==> src/hw/soc_debug_pkg.sv <==
`default_nettype none

package soc_debug_pkg;

  // Bus geometry
  localparam int addr_w = 4;
  localparam int data_w = 32;
  localparam int led_w = 16;

  // Display word is split into hex digits
  localparam int nib_n = data_w / 4;

  // Register map
  localparam logic [addr_w-1:0] addr_disp = 4'd0;
  localparam logic [addr_w-1:0] addr_led = 4'd1;
  localparam logic [addr_w-1:0] addr_cnt_ctrl = 4'd2;
  localparam logic [addr_w-1:0] addr_cnt = 4'd3;
  localparam logic [addr_w-1:0] addr_status = 4'd4;

  // Counter control bits
  localparam int ctrl_en_bit = 0;
  localparam int ctrl_clear_bit = 1;

  // Status bits
  localparam int status_ovflw_bit = 0;

  // One display word, seen whole or as hex digits
  typedef union packed {
    logic [data_w-1:0] word;
    logic [nib_n-1:0][3:0] nib;
  } disp_word_u;

endpackage : soc_debug_pkg

`default_nettype wire

==> src/hw/debug_shell_top.sv <==
`timescale 1ns/1ns
`default_nettype none

module debug_shell_top #(
  parameter int cnt_w = 32,
  parameter int scan_div = 25000
) (
  input logic clk,
  input logic rst,
  input logic wr_en,
  input logic rd_en,
  input logic [soc_debug_pkg::addr_w-1:0] addr,
  input logic [soc_debug_pkg::data_w-1:0] wr_data,
  input logic debug,
  output logic [soc_debug_pkg::data_w-1:0] rd_data,
  output logic rd_valid,
  output logic [6:0] sev_out,
  output logic [7:0] an,
  output logic [soc_debug_pkg::led_w-1:0] led
);

  import soc_debug_pkg::*;

  logic cnt_en;
  logic cnt_clear;
  logic [cnt_w-1:0] cnt_value;
  logic cnt_ovflw;
  logic scan_tick;
  disp_word_u disp_word;

  // Digit rate enable
  tick_gen #(
    .div(scan_div)
  ) i_tick_gen (
    .clk (clk),
    .rst (rst),
    .tick(scan_tick)
  );

  interval_counter #(
    .width(cnt_w)
  ) i_interval_counter (
    .clk  (clk),
    .rst  (rst),
    .en   (cnt_en),
    .clear(cnt_clear),
    .value(cnt_value),
    .ovflw(cnt_ovflw)
  );

  mmio_regs #(
    .cnt_w(cnt_w)
  ) i_mmio_regs (
    .clk      (clk),
    .rst      (rst),
    .wr_en    (wr_en),
    .rd_en    (rd_en),
    .debug    (debug),
    .addr     (addr),
    .wr_data  (wr_data),
    .cnt_value(cnt_value),
    .cnt_ovflw(cnt_ovflw),
    .rd_data  (rd_data),
    .rd_valid (rd_valid),
    .cnt_en   (cnt_en),
    .cnt_clear(cnt_clear),
    .disp_word(disp_word),
    .led      (led)
  );

  seg_scanner i_seg_scanner (
    .clk      (clk),
    .rst      (rst),
    .tick     (scan_tick),
    .disp_word(disp_word),
    .an       (an),
    .sev_out  (sev_out)
  );

endmodule : debug_shell_top

`default_nettype wire

==> src/hw/interval_counter.sv <==
`timescale 1ns/1ns
`default_nettype none

module interval_counter #(
  parameter int width = 32
) (
  input logic clk,
  input logic rst,
  input logic en,
  input logic clear,
  output logic [width-1:0] value,
  output logic ovflw
);

  logic at_max;

  // All ones means the next increment wraps
  assign at_max = (value == {width{1'b1}});

  always_ff @(posedge clk) begin
    if (rst) begin
      value <= '0;
    end else if (clear) begin
      value <= '0;
    end else if (en) begin
      value <= value + 1'b1;
    end
  end

  // Sticky until cleared
  always_ff @(posedge clk) begin
    if (rst) begin
      ovflw <= 1'b0;
    end else if (clear) begin
      ovflw <= 1'b0;
    end else if (en && at_max) begin
      ovflw <= 1'b1;
    end
  end

endmodule : interval_counter

`default_nettype wire

==> src/hw/mmio_regs.sv <==
`timescale 1ns/1ns
`default_nettype none

module mmio_regs #(
  parameter int cnt_w = 32
) (
  input logic clk,
  input logic rst,
  input logic wr_en,
  input logic rd_en,
  input logic debug,
  input logic [soc_debug_pkg::addr_w-1:0] addr,
  input logic [soc_debug_pkg::data_w-1:0] wr_data,
  input logic [cnt_w-1:0] cnt_value,
  input logic cnt_ovflw,
  output logic [soc_debug_pkg::data_w-1:0] rd_data,
  output logic rd_valid,
  output logic cnt_en,
  output logic cnt_clear,
  output soc_debug_pkg::disp_word_u disp_word,
  output logic [soc_debug_pkg::led_w-1:0] led
);

  import soc_debug_pkg::*;

  logic [data_w-1:0] disp_reg;
  logic [led_w-1:0] led_reg;
  logic [data_w-1:0] rd_mux;
  logic [data_w-1:0] cnt_ext;

  assign cnt_ext = data_w'(cnt_value);

  // Register writes
  always_ff @(posedge clk) begin
    if (rst) begin
      disp_reg <= '0;
      led_reg <= '0;
      cnt_en <= 1'b0;
    end else if (wr_en) begin
      case (addr)
        addr_disp: disp_reg <= wr_data;
        addr_led: led_reg <= wr_data[led_w-1:0];
        addr_cnt_ctrl: cnt_en <= wr_data[ctrl_en_bit];
        default: ;
      endcase
    end
  end

  // Clear is a single-cycle pulse after the control write
  always_ff @(posedge clk) begin
    if (rst) begin
      cnt_clear <= 1'b0;
    end else begin
      cnt_clear <= wr_en && (addr == addr_cnt_ctrl) && wr_data[ctrl_clear_bit];
    end
  end

  always_comb begin
    rd_mux = '0;
    case (addr)
      addr_disp: rd_mux = disp_reg;
      addr_led: rd_mux = data_w'(led_reg);
      addr_cnt_ctrl: rd_mux[ctrl_en_bit] = cnt_en;
      addr_cnt: rd_mux = cnt_ext;
      addr_status: rd_mux[status_ovflw_bit] = cnt_ovflw;
      default: rd_mux = '0;
    endcase
  end

  // Read data samples pre-write state
  always_ff @(posedge clk) begin
    if (rst) begin
      rd_valid <= 1'b0;
    end else begin
      rd_valid <= rd_en;
    end
  end

  always_ff @(posedge clk) begin
    if (rd_en) begin
      rd_data <= rd_mux;
    end
  end

  // Debug mode shows the live count
  assign disp_word.word = debug ? cnt_ext : disp_reg;

  // LED 0 reports overflow
  assign led = {led_reg[led_w-1:1], cnt_ovflw};

endmodule : mmio_regs

`default_nettype wire

==> src/hw/seg_scanner.sv <==
`timescale 1ns/1ns
`default_nettype none

module seg_scanner (
  input logic clk,
  input logic rst,
  input logic tick,
  input soc_debug_pkg::disp_word_u disp_word,
  output logic [7:0] an,
  output logic [6:0] sev_out
);

  logic [2:0] idx;
  logic [2:0] idx_next;

  // Segments a..g, active low
  function automatic logic [6:0] hex_seg(input logic [3:0] nib);
    logic [6:0] seg;
    case (nib)
      4'h0: seg = 7'b0000001;
      4'h1: seg = 7'b1001111;
      4'h2: seg = 7'b0010010;
      4'h3: seg = 7'b0000110;
      4'h4: seg = 7'b1001100;
      4'h5: seg = 7'b0100100;
      4'h6: seg = 7'b0100000;
      4'h7: seg = 7'b0001111;
      4'h8: seg = 7'b0000000;
      4'h9: seg = 7'b0000100;
      4'ha: seg = 7'b0001000;
      4'hb: seg = 7'b1100000;
      4'hc: seg = 7'b0110001;
      4'hd: seg = 7'b1000010;
      4'he: seg = 7'b0110000;
      4'hf: seg = 7'b0111000;
      default: seg = 7'b1111111;
    endcase
    return seg;
  endfunction

  // Wraps 7 -> 0 naturally
  assign idx_next = tick ? idx + 3'd1 : idx;

  always_ff @(posedge clk) begin
    if (rst) begin
      idx <= 3'd0;
    end else begin
      idx <= idx_next;
    end
  end

  // Anode and segments move together, segments refresh every cycle
  always_ff @(posedge clk) begin
    if (rst) begin
      an <= 8'b1111_1110;
      sev_out <= hex_seg(disp_word.nib[0]);
    end else begin
      an <= ~(8'b0000_0001 << idx_next);
      sev_out <= hex_seg(disp_word.nib[idx_next]);
    end
  end

endmodule : seg_scanner

`default_nettype wire

==> src/hw/tick_gen.sv <==
`timescale 1ns/1ns
`default_nettype none

module tick_gen #(
  parameter int div = 25000
) (
  input logic clk,
  input logic rst,
  output logic tick
);

  // Guard against a one-bit divide
  localparam int cw = (div > 1) ? $clog2(div) : 1;

  logic [cw-1:0] count;
  logic wrap;

  assign wrap = (count == cw'(div - 1));

  always_ff @(posedge clk) begin
    if (rst) begin
      count <= '0;
      tick <= 1'b0;
    end else begin
      count <= wrap ? '0 : count + 1'b1;
      // Pulse lands one cycle after the wrap value
      tick <= wrap;
    end
  end

endmodule : tick_gen

`default_nettype wire

==> config.mk <==
export PLATFORM = sky130hd
export DESIGN_NAME = debug_shell_top
export DESIGN_NICKNAME = d
export VERILOG_FILES = /design/src/hw/soc_debug_pkg.sv /design/src/hw/debug_shell_top.sv /design/src/hw/interval_counter.sv /design/src/hw/mmio_regs.sv /design/src/hw/seg_scanner.sv /design/src/hw/tick_gen.sv
export SDC_FILE = /design/constraint.sdc
export NUM_CORES = 1
export LEC_CHECK = 0
export BUFFER_PORTS_ARGS = -buffer_cell sky130_fd_sc_hd__buf_4
export CAP_MARGIN = 30
export CORE_ASPECT_RATIO = 0.8
export CORE_MARGIN = 3
export CORE_UTILIZATION = 50
export CTS_CLUSTER_SIZE = 28
export DETAILED_ROUTE_END_ITERATION = 8
export PLACE_DENSITY = 0.73
export SLEW_MARGIN = 25
export SYNTH_ARGS = -nofsm -noshare
export SYNTH_HDL_FRONTEND = slang
export SYNTH_HIERARCHICAL = 1
export SYNTH_SLANG_ARGS = --single-unit
==> constraint.sdc <==
create_clock -name clk -period 2.6 [get_ports clk]
set_input_delay 0.13 -clock clk [delete_from_list [all_inputs] [get_ports clk]]
set_output_delay 0.13 -clock clk [all_outputs]
set_load 0.02 [all_outputs]
Word level (Yosys, flattened, before mapping)
Memories as Yosys holds them, arrays and structs flattened.
Cells that the tools add are included.

cells by class
  reductions and logical operators = 9
  magnitude comparators = 1
  add/sub/neg operators = 3
  eq/ne operators = 6
  bitwise operators = 1
  muxes and demuxes = 7
  shift operators = 1

operators with widths
  kind                                                                          count
  31-bit one-hot mux with 3 select lines                                        1
  32-bit by 1-bit adder with 32-bit output, second input constant               1
  32-bit equality test, second input constant                                   1
  32-bit two-way mux                                                            1
  15-bit by 1-bit adder with 15-bit output, second input constant               1
  15-bit equality test, second input constant                                   1
  4-bit binary-select mux with 3-bit select                                     1
  4-bit by 2-bit equality test with 1-bit output, second input constant         2
  8-bit inverter                                                                1
  1-bit by 3-bit << shifter with 8-bit output, first input constant             1
  7-bit two-way mux                                                             1
  2-bit AND reduction                                                           3
  1-bit one-hot mux with 5 select lines                                         1
  4-bit by 1-bit equality test with 1-bit output, second input constant         1
  4-bit by 3-bit equality test with 1-bit output, second input constant         1
  4-bit zero test                                                               1
  3-bit by 4-bit less-than comparator with 1-bit output, second input constant  1
  4-bit two-way mux                                                             1
  2-bit OR reduction                                                            2
  3-bit by 1-bit adder with 3-bit output, second input constant                 1
  1-bit logical AND                                                             3
  3-bit two-way mux                                                             1

storage, ports and cells
  memories = 2
  bits in read-only memories = 224
  bits in registers = 150

memory list
  name              words  bits a word  read ports  clocked after memory_dff  write ports  line               RTL
  (name not given)  16     7            1           0                         0            seg_scanner.sv:19  case (nib)
  (name not given)  16     7            1           0                         0            seg_scanner.sv:19

Depth between registers and ports, before layout
Gate-level depths: netlist of the first run.
An unclocked memory read counts as a cell.

  word-level depth = 6
  mapped depth = 12
  gate-level depth less buffers = 10

By module
The synthesis of the first run kept the hierarchy.

modules (own cells, without submodules)
  module            instances  cells an instance  area an instance (sq um)
  mmio_regs         1          365                4,097.7
  seg_scanner       1          176                1,690.4
  interval_counter  1          182                1,574.0
  tick_gen          1          78                 710.7

Worst setup path before layout of the first run
No wires, ideal clock.

  kind = input-to-reg
  start = in debug
  end = reg i_seg_scanner.sev_out[3]
  library setup time = 0.132 ns
  cell stages on the path = 11
  buffers on the path = 2
  arrival = 2.507 ns
  slack = -0.038 ns
  cell sequence = clkbuf_1 > buf_2 > mux2_1 > mux2_1 > a2111oi_0 > a21oi_1 > inv_1 > ha_1 > mux2_1 > nor3_1 > a311oi_1

RTL lines
  what                  line                   RTL
  start, declared       debug_shell_top.sv:14  input logic debug,
  end signal, assigned  seg_scanner.sv:56      sev_out <= hex_seg(disp_word.nib[0]);
  end signal, assigned  seg_scanner.sv:59      sev_out <= hex_seg(disp_word.nib[idx_next]);
  end, declared         seg_scanner.sv:10      output logic [6:0] sev_out

Final worst setup path of the first run
  start = reg i_seg_scanner.idx[1]
  end = reg i_seg_scanner.sev_out[5]

between the ends
  longest elaborated chain between the ends = 6

RTL lines
  what                                           line               RTL
  start, declared                                seg_scanner.sv:13  logic [2:0] idx;
  start signal, assigned                         seg_scanner.sv:48  idx <= idx_next;
  3-bit by 1-bit adder with 3-bit output         seg_scanner.sv:42  assign idx_next = tick ? idx + 3'd1 : idx;
  3-bit two-way mux (*)                          seg_scanner.sv:42
  4-bit binary-select mux with 3-bit select (*)  seg_scanner.sv:59
  4-bit two-way mux (implied by the code) (*)    seg_scanner.sv:59
  memory read 16 x 7 bit (*)                     n/a
  7-bit two-way mux (*)                          seg_scanner.sv:54  if (rst) begin

Every way passes the cells marked *; elsewhere a longest branch is shown, timed or not. The select of a mux whose other input is x is not followed.
A chain may end at the register's enable or synchronous reset.

==> impl_metrics.prom, run 1 <==
# TYPE chip_impl_metric gauge
chip_impl_metric{name="slew-limit-headroom",unit="%"} 53.5
chip_impl_metric{name="grtUsageTotal",unit="%"} 22.4
chip_impl_metric{name="grt-ovfl-total",unit=""} 0
chip_impl_metric{name="die_width",unit="um"} 148
chip_impl_metric{name="synthesis.yosys.warnings",unit=""} 6
chip_impl_metric{name="ys_seq_elements",unit=""} 150
chip_impl_info{name="slowest_stage",value="sky130_fd_sc_hd__mux4_2"} 1
chip_impl_metric{name="grt_max_degree",unit=""} 57
chip_impl_metric{name="wl",unit="um"} 19700
chip_impl_metric{name="asyncSetResetFlopFracSynth",unit="%"} 0
chip_impl_metric{name="core_area",unit="um^2"} 15400
chip_impl_metric{name="synth-seq-area-share",unit="%"} 41.2
chip_impl_metric{name="fin_crit_sh",unit="%"} 96.7
chip_impl_metric{name="final_hold_viol_count",unit=""} 0
chip_impl_metric{name="drt_iter0_drc",unit=""} 427
chip_impl_metric{name="final_layout_size_suffix_gt1_share",unit="%"} 25.5
chip_impl_metric{name="postSynthCellCount",unit=""} 801
chip_impl_metric{name="yosys.cell_types.count",unit=""} 65
chip_impl_metric{name="area.growth.synth_to_final",unit="%"} 25.7
chip_impl_info{name="crit_chain",value="ha_4 -> nand2_1 -> buf_4 -> xnor2_4 -> mux4_2 -> mux2i_4 -> buf_6 -> o21ai_2 -> mux2_4 -> a21oi_2"} 1
chip_impl_info{name="cts_tree",value="done"} 1
chip_impl_metric{name="finalClockSkew",unit="ns"} 0.00735
chip_impl_metric{name="achievable-frequency",unit="MHz"} 398
chip_impl_info{name="timing.critical_path.to_type",value="register"} 1
chip_impl_metric{name="final_hpwl_from_detailed_placement",unit="um"} 13800
chip_impl_metric{name="synth-edff-count",unit=""} 32
chip_impl_info{name="final_cell_mix",value="sky130_fd_sc_hd__buf_4, sky130_fd_sc_hd__dfxtp_1, sky130_fd_sc_hd__mux2i_1, sky130_fd_sc_hd__nand2b_1, sky130_fd_sc_hd__nand2_1"} 1
chip_impl_metric{name="final_design_area_no_fill",unit="um^2"} 10100
chip_impl_metric{name="numCtsBuffers",unit=""} 17
chip_impl_metric{name="synthesis.nets",unit=""} 858
chip_impl_metric{name="num_antenna_cells",unit=""} 0
chip_impl_metric{name="cp.arrival",unit="ns"} 2.87
chip_impl_metric{name="grt_first_pass_wirelength",unit="um"} 32100
chip_impl_metric{name="timing.reg2reg.worst_path_depth",unit=""} 10
chip_impl_metric{name="floorplan.initialDensity",unit="%"} 52.4
chip_impl_metric{name="clock_tree.htree_level_count",unit=""} 4
chip_impl_metric{name="ios",unit=""} 105
chip_impl_info{name="synth_top_flop_cell",value="sky130_fd_sc_hd__dfxtp_1"} 1
chip_impl_metric{name="critical_path_peak_fanout",unit=""} 12
chip_impl_metric{name="final.min_clock_period",unit="ns"} 2.51
chip_impl_metric{name="setup_tns",unit="ns"} 0
chip_impl_metric{name="remaining_drc_errors",unit=""} 0
chip_impl_metric{name="detail_route.first_pass.iterations",unit=""} 5
chip_impl_metric{name="clock_sinks",unit=""} 150
chip_impl_info{name="mostFrequentLayoutCell",value="sky130_fd_sc_hd__buf_4"} 1
chip_impl_metric{name="clk_transition_reported_paths",unit="ns"} 0.06
chip_impl_info{name="critical_path.startpoint_type",value="register"} 1
chip_impl_info{name="run_status",value="finished clean"} 1
chip_impl_metric{name="setup_violations",unit=""} 0
chip_impl_metric{name="dpl_cell_area",unit="um^2"} 9190
chip_impl_metric{name="irDropWorstVdd",unit="uV"} 423
chip_impl_info{name="hold_path_class",value="input port to register"} 1
chip_impl_metric{name="clk_latency",unit="ns"} 0.42
chip_impl_metric{name="place.gp.congestion",unit=""} 0.875
chip_impl_metric{name="maxSlewViolCount",unit=""} 0
chip_impl_metric{name="layoutNonFillerInstCount",unit=""} 1166
chip_impl_info{name="crit_path_end",value="i_seg_scanner/sev_out[5]"} 1
chip_impl_metric{name="syn_avg_cell_area",unit="um^2"} 10.1
chip_impl_metric{name="ctsLongestPathBuffers",unit=""} 2
chip_impl_metric{name="buffer_ports.inserted",unit=""} 104
chip_impl_metric{name="max_cap_viols",unit=""} 0
chip_impl_metric{name="via_per_inst",unit=""} 5.49
chip_impl_metric{name="detailroute.via_count",unit=""} 6407
chip_impl_metric{name="worst-slew-pin-transition",unit="ns"} 0.698
chip_impl_info{name="r2r-end",value="i_seg_scanner/sev_out[5]"} 1
chip_impl_metric{name="wire_per_inst",unit="um"} 16.9
chip_impl_metric{name="power_per_cell_area",unit="nW/um^2"} 528
chip_impl_metric{name="nets_finish",unit=""} 1000
chip_impl_metric{name="antenna_found_initial",unit=""} 0
chip_impl_metric{name="numPlacedInstances",unit=""} 1111
chip_impl_metric{name="floorplan.rows",unit=""} 40
chip_impl_metric{name="grt_pass1_vias",unit=""} 6133
chip_impl_metric{name="cp.required",unit="ns"} 2.95
chip_impl_metric{name="crit_path_max_incr_delay",unit="ns"} 0.56
chip_impl_metric{name="setup.reg_to_reg.worst_slack",unit="ns"} 0.09
chip_impl_metric{name="syn_area",unit="um^2"} 8070
chip_impl_info{name="worst-setup-path-type",value="register to register"} 1
chip_impl_metric{name="number_of_nets_with_antenna_violations_after_detailed_routing",unit=""} 0
chip_impl_info{name="crit_start",value="i_seg_scanner/idx[1]"} 1
chip_impl_metric{name="total_power",unit="uW"} 5350
chip_impl_metric{name="p_leak",unit="uW"} 0.00398
chip_impl_info{name="clk_root_buffer_cell",value="sky130_fd_sc_hd__clkbuf_16"} 1
chip_impl_info{name="timing.rr.start",value="i_seg_scanner/idx[1]"} 1
chip_impl_metric{name="fp.dieArea",unit="um^2"} 17700
chip_impl_metric{name="die_y",unit="um"} 120
cell usage after synthesis (all sizes together) (4+ instances only):
library cell	n	area share [%]
a21oi	28	1.8
a22o	17	1.8
a22oi	17	1.6
and3	4	0.34
and4	4	0.48
buf	45	4.1
clkbuf	21	1.1
dfxtp	118	29
edfxtp	32	12
ha	16	2.5
inv	10	0.47
mux2	44	6.2
mux2i	86	11
mux4	5	1.4
nand2	65	3.0
nand2b	84	6.6
nand3	19	1.2
nand4	12	1.0
nor2	44	2.0
nor2b	4	0.31
nor3	10	0.62
nor4	6	0.54
o21ai	12	0.79
o22ai	5	0.39
o31ai	15	1.4
or3	6	0.47
or4	21	2.0
xnor2	17	1.9
xor2	10	1.1
how the worst min path moves through the flow:
stage                            from  depth (start not counted)                        to
after floorplan                   rst                          1           i_tick_gen/tick
after global placement    wr_data[28]                          3  i_mmio_regs/disp_reg[28]
after detailed placement  wr_data[19]                          3  i_mmio_regs/disp_reg[19]
after CTS                  wr_data[8]                          3    i_mmio_regs/led_reg[8]
after global routing       wr_data[8]                          3    i_mmio_regs/led_reg[8]
final                     wr_data[24]                          3  i_mmio_regs/disp_reg[24]
stage by stage:
| stage | util, % | hold WS, ns | setup WS [ns] |
|---|---|---|---|
| 3_5_place_dp | 59.6 | 0.411 | -0.115 |
| 2_1_floorplan | - | 0.202 | 0.00665 |
| 6_report | 65.8 | 0.00596 | 0.0868 |
| 3_3_place_gp | 59.6 | 0.406 | -0.00467 |
| 4_1_cts | 65.1 | 0.000441 | 0.0184 |
| 5_1_grt | 65.8 | 0.0251 | -0.0147 |
cells by family after synthesis:
kind of cell	share of synthesized area, %
buffers and inverters	5.67
AND/OR/NAND/NOR	20.1
XOR/XNOR	3.02
adder cells (fa/ha/maj)	2.48
flip-flops	41.2
multiplexers	18.6
AO/OA/AOI/OAI	8.99
worst max-delay path, delay by kind of cell (launching register included):
family                   cells  cell delay (ns)
AND/OR/NAND/NOR              1             0.07
flip-flops                   1             0.38
multiplexers                 3             1.05
XOR/XNOR                     1             0.25
AO/OA/AOI/OAI                2             0.19
buffers and inverters        2             0.36
adder cells (fa/ha/maj)      1             0.14
routing by layer:
layer  wire (um)  up-vias  global-route usage [%]
met5           0        -                       0
met4         273        0                    6.29
met3        1080       27                    4.45
met2        8790      196                    34.5
met1        9600     3023                    32.2
li1            -     3161                       -
final cells by class:
cell class	instances	area, um^2
fillers	1295	5270
multi-input cells	575	4400
flip-flops and latches	150	3320
repair buffers	189	1510
clock buffers	22	464
well taps	210	263
clock inverters	10	151
inverters	10	37.5
repair_timing:
item	4_1_cts	5_1_grt
buffers inserted	0	1
hold buffers	22	0
pin swaps	0	4
endpoints found under the hold margin	24	0
endpoints found under the setup margin	2	6
gates resized for setup	3	21
power breakdown:
group	total, uW	internal, uW	switching, uW
clock network	2570	1650	925
registers	2430	2410	20.8
logic	350	169	181
No activity file was read; power rests on OpenSTA's default activity.
==> run 2: changes to the inputs <==
--- a/config.mk
+++ b/config.mk
@@ -8,11 +8,10 @@
 export BUFFER_PORTS_ARGS = -buffer_cell sky130_fd_sc_hd__buf_4
 export CAP_MARGIN = 30
 export CORE_ASPECT_RATIO = 0.8
-export CORE_MARGIN = 3
 export CORE_UTILIZATION = 50
 export CTS_CLUSTER_SIZE = 28
 export DETAILED_ROUTE_END_ITERATION = 8
-export PLACE_DENSITY = 0.73
+export PLACE_DENSITY = 0.74
 export SLEW_MARGIN = 25
 export SYNTH_ARGS = -nofsm -noshare
 export SYNTH_HDL_FRONTEND = slang
==> impl_metrics.prom, run 2 (synthesis gave the netlist of run 1 again) <==
# TYPE chip_impl_metric gauge
chip_impl_metric{name="number_of_nets_with_antenna_violations_after_detailed_routing",unit=""} 0
chip_impl_metric{name="wl",unit="um"} 19800
chip_impl_metric{name="final_hold_viol_count",unit=""} 0
chip_impl_metric{name="critical_path_peak_fanout",unit=""} 5
chip_impl_info{name="crit_path_end",value="i_seg_scanner/sev_out[1]"} 1
chip_impl_metric{name="die_width",unit="um"} 144
chip_impl_info{name="clk_root_buffer_cell",value="sky130_fd_sc_hd__clkbuf_16"} 1
chip_impl_metric{name="remaining_drc_errors",unit=""} 0
chip_impl_metric{name="floorplan.rows",unit=""} 41
chip_impl_info{name="rsz0062_at_grt",value="true"} 1
chip_impl_info{name="hold_path_class",value="input port to register"} 1
chip_impl_metric{name="dpl_worst_slack",unit="ns"} -0.0527
chip_impl_info{name="critical-path-top-cell-by-count",value="sky130_fd_sc_hd__mux2_1"} 1
chip_impl_metric{name="clk_latency",unit="ns"} 0.43
chip_impl_metric{name="ios",unit=""} 105
chip_impl_metric{name="core_area",unit="um^2"} 15800
chip_impl_info{name="crit_start",value="i_mmio_regs/disp_reg[16]"} 1
chip_impl_metric{name="place.gp.congestion",unit=""} 0.847
chip_impl_metric{name="grt_pass1_vias",unit=""} 6093
chip_impl_metric{name="nets_finish",unit=""} 995
chip_impl_info{name="hold_path.startpoint",value="wr_data[2]"} 1
chip_impl_metric{name="crit_path_max_incr_delay",unit="ns"} 0.38
chip_impl_metric{name="area.growth.synth_to_final",unit="%"} 24.6
chip_impl_metric{name="power_per_cell_area",unit="nW/um^2"} 512
chip_impl_metric{name="final_design_area_no_fill",unit="um^2"} 10100
chip_impl_info{name="crit_chain",value="mux2_1 -> mux2_2 -> a2111oi_2 -> buf_4 -> a21oi_2 -> ha_2 -> mux2_1 -> a211oi_2 -> a21oi_1"} 1
chip_impl_info{name="run_status",value="finished clean"} 1
chip_impl_metric{name="grt-ovfl-total",unit=""} 0
chip_impl_metric{name="num-fill-cells",unit=""} 1305
chip_impl_info{name="timing.rr.start",value="i_mmio_regs/disp_reg[16]"} 1
chip_impl_metric{name="cp.arrival",unit="ns"} 2.80
chip_impl_metric{name="timing.reg2reg.worst_path_depth",unit=""} 9
chip_impl_metric{name="worst-slew-pin-transition",unit="ns"} 0.709
chip_impl_metric{name="fin_crit_sh",unit="%"} 96.4
chip_impl_metric{name="via_per_inst",unit=""} 5.58
chip_impl_metric{name="setup.reg_to_reg.worst_slack",unit="ns"} 0.09
chip_impl_metric{name="finalClockSkew",unit="ns"} 0.00666
chip_impl_metric{name="p_leak",unit="uW"} 0.00393
chip_impl_metric{name="grt_max_degree",unit=""} 60
chip_impl_metric{name="setup_violations",unit=""} 0
chip_impl_metric{name="irDropWorstVdd",unit="uV"} 439
chip_impl_metric{name="clock_tree.htree_level_count",unit=""} 4
chip_impl_metric{name="grtUsageTotal",unit="%"} 24.6
chip_impl_metric{name="total_switching_power",unit="uW"} 1180
chip_impl_info{name="final_cell_mix",value="sky130_fd_sc_hd__buf_4, sky130_fd_sc_hd__dfxtp_1, sky130_fd_sc_hd__mux2i_1, sky130_fd_sc_hd__nand2b_1, sky130_fd_sc_hd__nand2_1"} 1
chip_impl_metric{name="grt_first_pass_wirelength",unit="um"} 31400
chip_impl_metric{name="final_hpwl_from_detailed_placement",unit="um"} 13800
chip_impl_metric{name="achievable-frequency",unit="MHz"} 399
chip_impl_metric{name="fin_worst_hold_slack",unit="ns"} 0.00392
chip_impl_metric{name="dpl_cell_area",unit="um^2"} 9160
chip_impl_metric{name="slew-limit-headroom",unit="%"} 52.7
chip_impl_metric{name="comb_power_share",unit="%"} 6.7
chip_impl_metric{name="max_cap_viols",unit=""} 0
chip_impl_metric{name="floorplan.initialDensity",unit="%"} 51.1
chip_impl_metric{name="total_power",unit="uW"} 5150
chip_impl_metric{name="met3_resource_use_gr",unit="%"} 5.54
chip_impl_metric{name="final_layout_size_suffix_gt1_share",unit="%"} 25.6
chip_impl_metric{name="clk_transition_reported_paths",unit="ns"} 0.06
chip_impl_metric{name="maxSlewViolCount",unit=""} 0
chip_impl_metric{name="detail_route.first_pass.iterations",unit=""} 5
chip_impl_info{name="worst-setup-path-type",value="register to register"} 1
chip_impl_info{name="cts_tree",value="done"} 1
chip_impl_metric{name="reg_power_share",unit="%"} 47.2
chip_impl_metric{name="setup_slack",unit="ns"} 0.0937
chip_impl_info{name="slowest_stage",value="sky130_fd_sc_hd__a2111oi_2"} 1
chip_impl_metric{name="clock_sinks",unit=""} 150
chip_impl_info{name="grt-busiest-layer",value="met2"} 1
chip_impl_metric{name="numCtsBuffers",unit=""} 17
chip_impl_info{name="r2r-end",value="i_seg_scanner/sev_out[1]"} 1
chip_impl_metric{name="num_antenna_cells",unit=""} 0
chip_impl_metric{name="clkPwrFrac",unit="%"} 46.1
chip_impl_metric{name="switching_share",unit="%"} 23.0
chip_impl_metric{name="fp.dieArea",unit="um^2"} 16700
chip_impl_metric{name="wire_per_inst",unit="um"} 17.0
chip_impl_info{name="mostFrequentLayoutCell",value="sky130_fd_sc_hd__buf_4"} 1
chip_impl_info{name="timing.critical_path.to_type",value="register"} 1
chip_impl_metric{name="antenna_found_initial",unit=""} 0
chip_impl_metric{name="use_met1",unit="%"} 34.0
chip_impl_metric{name="drt_iter0_drc",unit=""} 458
chip_impl_metric{name="final.min_clock_period",unit="ns"} 2.51
chip_impl_metric{name="cp.required",unit="ns"} 2.90
chip_impl_metric{name="die_y",unit="um"} 116
chip_impl_metric{name="intPower",unit="uW"} 3970
chip_impl_metric{name="ctsLongestPathBuffers",unit=""} 2
chip_impl_metric{name="detailroute.via_count",unit=""} 6510
chip_impl_metric{name="globalRouteMet2Util",unit="%"} 37.8
chip_impl_metric{name="postLayoutCoreUtil",unit="%"} 63.7
chip_impl_metric{name="buffer_ports.inserted",unit=""} 104
chip_impl_info{name="critical_path.startpoint_type",value="register"} 1
run 2: cell count changes in the layout (fill, tap and decap cells not counted), sizes merged:
cell         change
dlygate4sd3      -2
inv              +1
clkinvlp         +3
clkinv           -1
clkbuf           +1
buf              -3
bufinv           -4
run 2: cell type report:
| type | count | area (um^2) | share of cell area [%] |
|---|---|---|---|
| multi-input cells | 575 | 4390 | 43.7 |
| flip-flops and latches | 150 | 3330 | 33.1 |
| repair buffers | 184 | 1460 | 14.5 |
| clock buffers | 23 | 512 | 5.09 |
| well taps | 215 | 269 | 2.67 |
| clock inverters | 9 | 62.6 | 0.622 |
| inverters | 10 | 37.5 | 0.373 |
run 2: per-layer routing:
| metal | share of wire, % | wire length [um] | up-vias |
|---|---|---|---|
| li1 | - | - | 3152 |
| met1 | 46 | 9120 | 3099 |
| met2 | 45 | 8960 | 229 |
| met3 | 6.8 | 1340 | 30 |
| met4 | 1.8 | 350 | 0 |
| met5 | 0 | 0 | - |
run 2: stage by stage:
step                instances  TNS [ns]
floorplan                 801         0
global placement         1112  -0.00315
detailed placement       1112   -0.0719
CTS                      1164         0
global route             1166   -0.0186
finish                   1166         0
run 2: what timing repair did:
| item | in CTS | in global routing |
|---|---|---|
| resized for setup | 4 | 20 |
| hold endpoints to repair | 25 | 0 |
| hold buffers | 20 | 0 |
| endpoints found under the setup margin | 4 | 7 |
| pin swaps | 0 | 3 |
| setup buffers | 0 | 2 |
| gates cloned | 0 | 0 |
run 2: worst min-delay path by stage:
stage / endpoint / slack (ns) / cells after the start
6_report: i_mmio_regs/disp_reg[2] / 0.004 / 3
5_1_grt: i_mmio_regs/led_reg[9] / 0.008 / 3
4_1_cts: i_mmio_regs/disp_reg[2] / 0.0005 / 3
3_5_place_dp: i_mmio_regs/disp_reg[18] / 0.41 / 3
3_3_place_gp: i_mmio_regs/disp_reg[25] / 0.41 / 3
2_1_floorplan: i_tick_gen/tick / 0.20 / 1
run 2: critical path: cells and delay by family, from the launching register on:
family | cells | cell delay, ns
flip-flops | 1 | 0.33
multiplexers | 3 | 0.95
AO/OA/AOI/OAI | 4 | 0.70
adder cells (fa/ha/maj) | 1 | 0.23
buffers and inverters | 1 | 0.17
run 2: power groups by stage:
| stage | Combinational (uW) | Clock [uW] | Sequential, uW |
|---|---|---|---|
| 2_1_floorplan | 151 | 0 | 2510 |
| 3_3_place_gp | 314 | 0 | 2480 |
| 3_5_place_dp | 318 | 0 | 2480 |
| 4_1_cts | 344 | 2410 | 2430 |
| 5_1_grt | 370 | 2510 | 2440 |
| 6_report | 344 | 2370 | 2430 |
==> run 3: changes to the inputs <==
--- a/config.mk
+++ b/config.mk
@@ -5,13 +5,13 @@
 export SDC_FILE = /design/constraint.sdc
 export NUM_CORES = 1
 export LEC_CHECK = 0
-export BUFFER_PORTS_ARGS = -buffer_cell sky130_fd_sc_hd__buf_4
 export CAP_MARGIN = 30
-export CORE_ASPECT_RATIO = 0.8
 export CORE_UTILIZATION = 50
 export CTS_CLUSTER_SIZE = 28
 export DETAILED_ROUTE_END_ITERATION = 8
-export PLACE_DENSITY = 0.74
+export DONT_BUFFER_PORTS = 1
+export PLACE_DENSITY = 0.69
+export SKIP_LAST_GASP = 1
 export SLEW_MARGIN = 25
 export SYNTH_ARGS = -nofsm -noshare
 export SYNTH_HDL_FRONTEND = slang
==> impl_metrics.prom, run 3 (synthesis gave the netlist of run 1 again) <==
# TYPE chip_impl_metric gauge
chip_impl_metric{name="grt_max_degree",unit=""} 100
chip_impl_metric{name="worst-slew-pin-transition",unit="ns"} 0.657
chip_impl_metric{name="final.min_clock_period",unit="ns"} 2.54
chip_impl_info{name="timing.critical_path.to_type",value="register"} 1
chip_impl_metric{name="final_hold_viol_count",unit=""} 0
chip_impl_info{name="hold_path_class",value="input port to register"} 1
chip_impl_metric{name="dpl_worst_slack",unit="ns"} 0.0310
chip_impl_info{name="worst-setup-path-type",value="register to register"} 1
chip_impl_metric{name="detail_route.first_pass.iterations",unit=""} 5
chip_impl_metric{name="total_switching_power",unit="uW"} 1130
chip_impl_metric{name="num_antenna_cells",unit=""} 0
chip_impl_metric{name="irDropWorstVdd",unit="uV"} 458
chip_impl_metric{name="grt_first_pass_wirelength",unit="um"} 30600
chip_impl_metric{name="switching_share",unit="%"} 22.7
chip_impl_info{name="r2r-end",value="i_seg_scanner/sev_out[1]"} 1
chip_impl_metric{name="power_per_cell_area",unit="nW/um^2"} 537
chip_impl_metric{name="place.gp.congestion",unit=""} 0.892
chip_impl_metric{name="clk_transition_reported_paths",unit="ns"} 0.06
chip_impl_metric{name="grt-ovfl-total",unit=""} 0
chip_impl_metric{name="setup_slack",unit="ns"} 0.0622
chip_impl_metric{name="timing.reg2reg.worst_path_depth",unit=""} 8
chip_impl_metric{name="cp.arrival",unit="ns"} 2.84
chip_impl_metric{name="maxSlewViolCount",unit=""} 0
chip_impl_metric{name="wl",unit="um"} 19200
chip_impl_info{name="clk_root_buffer_cell",value="sky130_fd_sc_hd__clkbuf_16"} 1
chip_impl_info{name="mostFrequentLayoutCell",value="sky130_fd_sc_hd__dfxtp_1"} 1
chip_impl_metric{name="reg_power_share",unit="%"} 49.7
chip_impl_metric{name="total_power",unit="uW"} 4970
chip_impl_info{name="critical_path.startpoint_type",value="register"} 1
chip_impl_metric{name="cts.repair_timing.setup_buffer_count",unit=""} 0
chip_impl_metric{name="ctsLongestPathBuffers",unit=""} 2
chip_impl_metric{name="p_leak",unit="uW"} 0.00340
chip_impl_metric{name="detailroute.via_count",unit=""} 6077
chip_impl_metric{name="slew-limit-headroom",unit="%"} 56.2
chip_impl_metric{name="nets_finish",unit=""} 890
chip_impl_metric{name="final_hpwl_from_detailed_placement",unit="um"} 13100
chip_impl_info{name="crit_path_end",value="i_seg_scanner/sev_out[1]"} 1
chip_impl_metric{name="finalClockSkew",unit="ns"} 0.00985
chip_impl_metric{name="num-fill-cells",unit=""} 1299
chip_impl_metric{name="clk_latency",unit="ns"} 0.43
chip_impl_metric{name="achievable-frequency",unit="MHz"} 394
chip_impl_metric{name="grt_pass1_vias",unit=""} 5766
chip_impl_metric{name="fin_crit_sh",unit="%"} 97.6
chip_impl_metric{name="floorplan.rows",unit=""} 46
chip_impl_info{name="cts_tree",value="done"} 1
chip_impl_metric{name="critical_path_peak_fanout",unit=""} 5
chip_impl_metric{name="ios",unit=""} 105
chip_impl_metric{name="wire_per_inst",unit="um"} 18.1
chip_impl_metric{name="intPower",unit="uW"} 3840
chip_impl_metric{name="max_cap_viols",unit=""} 0
chip_impl_metric{name="area.growth.synth_to_final",unit="%"} 14.6
chip_impl_metric{name="die_y",unit="um"} 129
chip_impl_info{name="timing.rr.start",value="i_mmio_regs/disp_reg[20]"} 1
chip_impl_metric{name="postLayoutCoreUtil",unit="%"} 58.5
chip_impl_metric{name="number_of_nets_with_antenna_violations_after_detailed_routing",unit=""} 0
chip_impl_info{name="final_cell_mix",value="sky130_fd_sc_hd__dfxtp_1, sky130_fd_sc_hd__mux2i_1, sky130_fd_sc_hd__nand2b_1"} 1
chip_impl_info{name="run_status",value="finished clean"} 1
chip_impl_info{name="crit_start",value="i_mmio_regs/disp_reg[20]"} 1
chip_impl_metric{name="antenna_found_initial",unit=""} 0
chip_impl_metric{name="buffer_ports.inserted",unit=""} 0
chip_impl_metric{name="final_layout_size_suffix_gt1_share",unit="%"} 13.4
chip_impl_metric{name="floorplan.initialDensity",unit="%"} 51.0
chip_impl_metric{name="core_area",unit="um^2"} 15800
chip_impl_metric{name="comb_power_share",unit="%"} 4.6
chip_impl_metric{name="cp.required",unit="ns"} 2.90
chip_impl_info{name="rsz0062_at_grt",value="true"} 1
chip_impl_metric{name="clock_tree.htree_level_count",unit=""} 4
chip_impl_metric{name="dpl_cell_area",unit="um^2"} 8260
chip_impl_metric{name="setup_tns",unit="ns"} 0
chip_impl_metric{name="die_width",unit="um"} 129
chip_impl_metric{name="fp.dieArea",unit="um^2"} 16700
chip_impl_metric{name="setup.reg_to_reg.worst_slack",unit="ns"} 0.06
chip_impl_metric{name="drt_iter0_drc",unit=""} 444
chip_impl_metric{name="remaining_drc_errors",unit=""} 0
chip_impl_metric{name="clock_sinks",unit=""} 150
chip_impl_metric{name="final_design_area_no_fill",unit="um^2"} 9250
chip_impl_metric{name="setup_violations",unit=""} 0
chip_impl_metric{name="numCtsBuffers",unit=""} 17
chip_impl_metric{name="via_per_inst",unit=""} 5.72
chip_impl_metric{name="clkPwrFrac",unit="%"} 45.7
chip_impl_metric{name="grtUsageTotal",unit="%"} 24.0
==> run 3: cell types whose count changed in the layout (fill, tap and decap cells not counted), sizes merged <==
| cell | previous run | this run |
|---|---|---|
| dlygate4sd3 | 20 | 36 |
| clkbuf | 23 | 20 |
| clkinv | 4 | 6 |
| bufinv | 0 | 1 |
| inv | 11 | 13 |
| clkinvlp | 4 | 2 |
| buf | 164 | 43 |
==> run 3: metal layers <==
| layer | global-route usage [%] | wire length (um) |
|---|---|---|
| met5 | 0 | 0 |
| met4 | 8.93 | 399 |
| met3 | 7.23 | 1190 |
| met2 | 37.5 | 8960 |
| met1 | 31.3 | 8630 |
==> run 3: worst min-delay path by stage <==
stage / end / cells after the start / startpoint / slack (ns)
after global routing: i_mmio_regs/rd_data[0] / 2 / addr[3] / 0.02
after floorplan: i_tick_gen/tick / 1 / rst / 0.20
after detailed placement: i_tick_gen/tick / 1 / rst / 0.22
after CTS: i_mmio_regs/cnt_clear / 3 / addr[0] / 0.00008
final: i_mmio_regs/rd_data[0] / 2 / addr[3] / 0.03
after global placement: i_seg_scanner/an[0] / 1 / rst / 0.21
==> run 3: cell type report <==
class                   instances  area (um^2)  area share (%)
well taps                     216          270            2.92
clock inverters                12          104            1.12
flip-flops and latches        150         3320            35.9
repair buffers                 79          736            7.95
inverters                      10         37.5           0.406
clock buffers                  20          437            4.72
multi-input cells             575         4340            46.9
==> run 3: through the flow <==
step | std cells | hold WS [ns]
floorplan | 801 | 0.202
global placement | 992 | 0.210
detailed placement | 992 | 0.216
CTS | 1062 | 0.0000802
global route | 1062 | 0.0235
finish | 1062 | 0.0335
==> run 3: power groups by stage <==
| stage | logic, uW | clock network (uW) | registers (uW) |
|---|---|---|---|
| finish | 228 | 2270 | 2470 |
| global route | 248 | 2410 | 2470 |
| CTS | 228 | 2310 | 2470 |
| detailed placement | 147 | 0 | 2520 |
| global placement | 143 | 0 | 2520 |
| floorplan | 151 | 0 | 2510 |
==> run 3: critical path: stages, from the launching register on <==
cell and delay [ns]:
sky130_fd_sc_hd__dfxtp_1 0.33, sky130_fd_sc_hd__mux2_1 0.33, sky130_fd_sc_hd__mux2_1 0.32, sky130_fd_sc_hd__a2111oi_2 0.40
sky130_fd_sc_hd__a21oi_2 0.12, sky130_fd_sc_hd__ha_1 0.27, sky130_fd_sc_hd__mux2_1 0.32, sky130_fd_sc_hd__a211oi_1 0.25
sky130_fd_sc_hd__a21oi_1 0.06
==> run 3: repair_timing <==
action | 4_1_cts | 5_1_grt
hold buffers | 38 | 0
resized for setup | 1 | 9
setup endpoints to repair | 1 | 6
hold endpoints to repair | 104 | 0
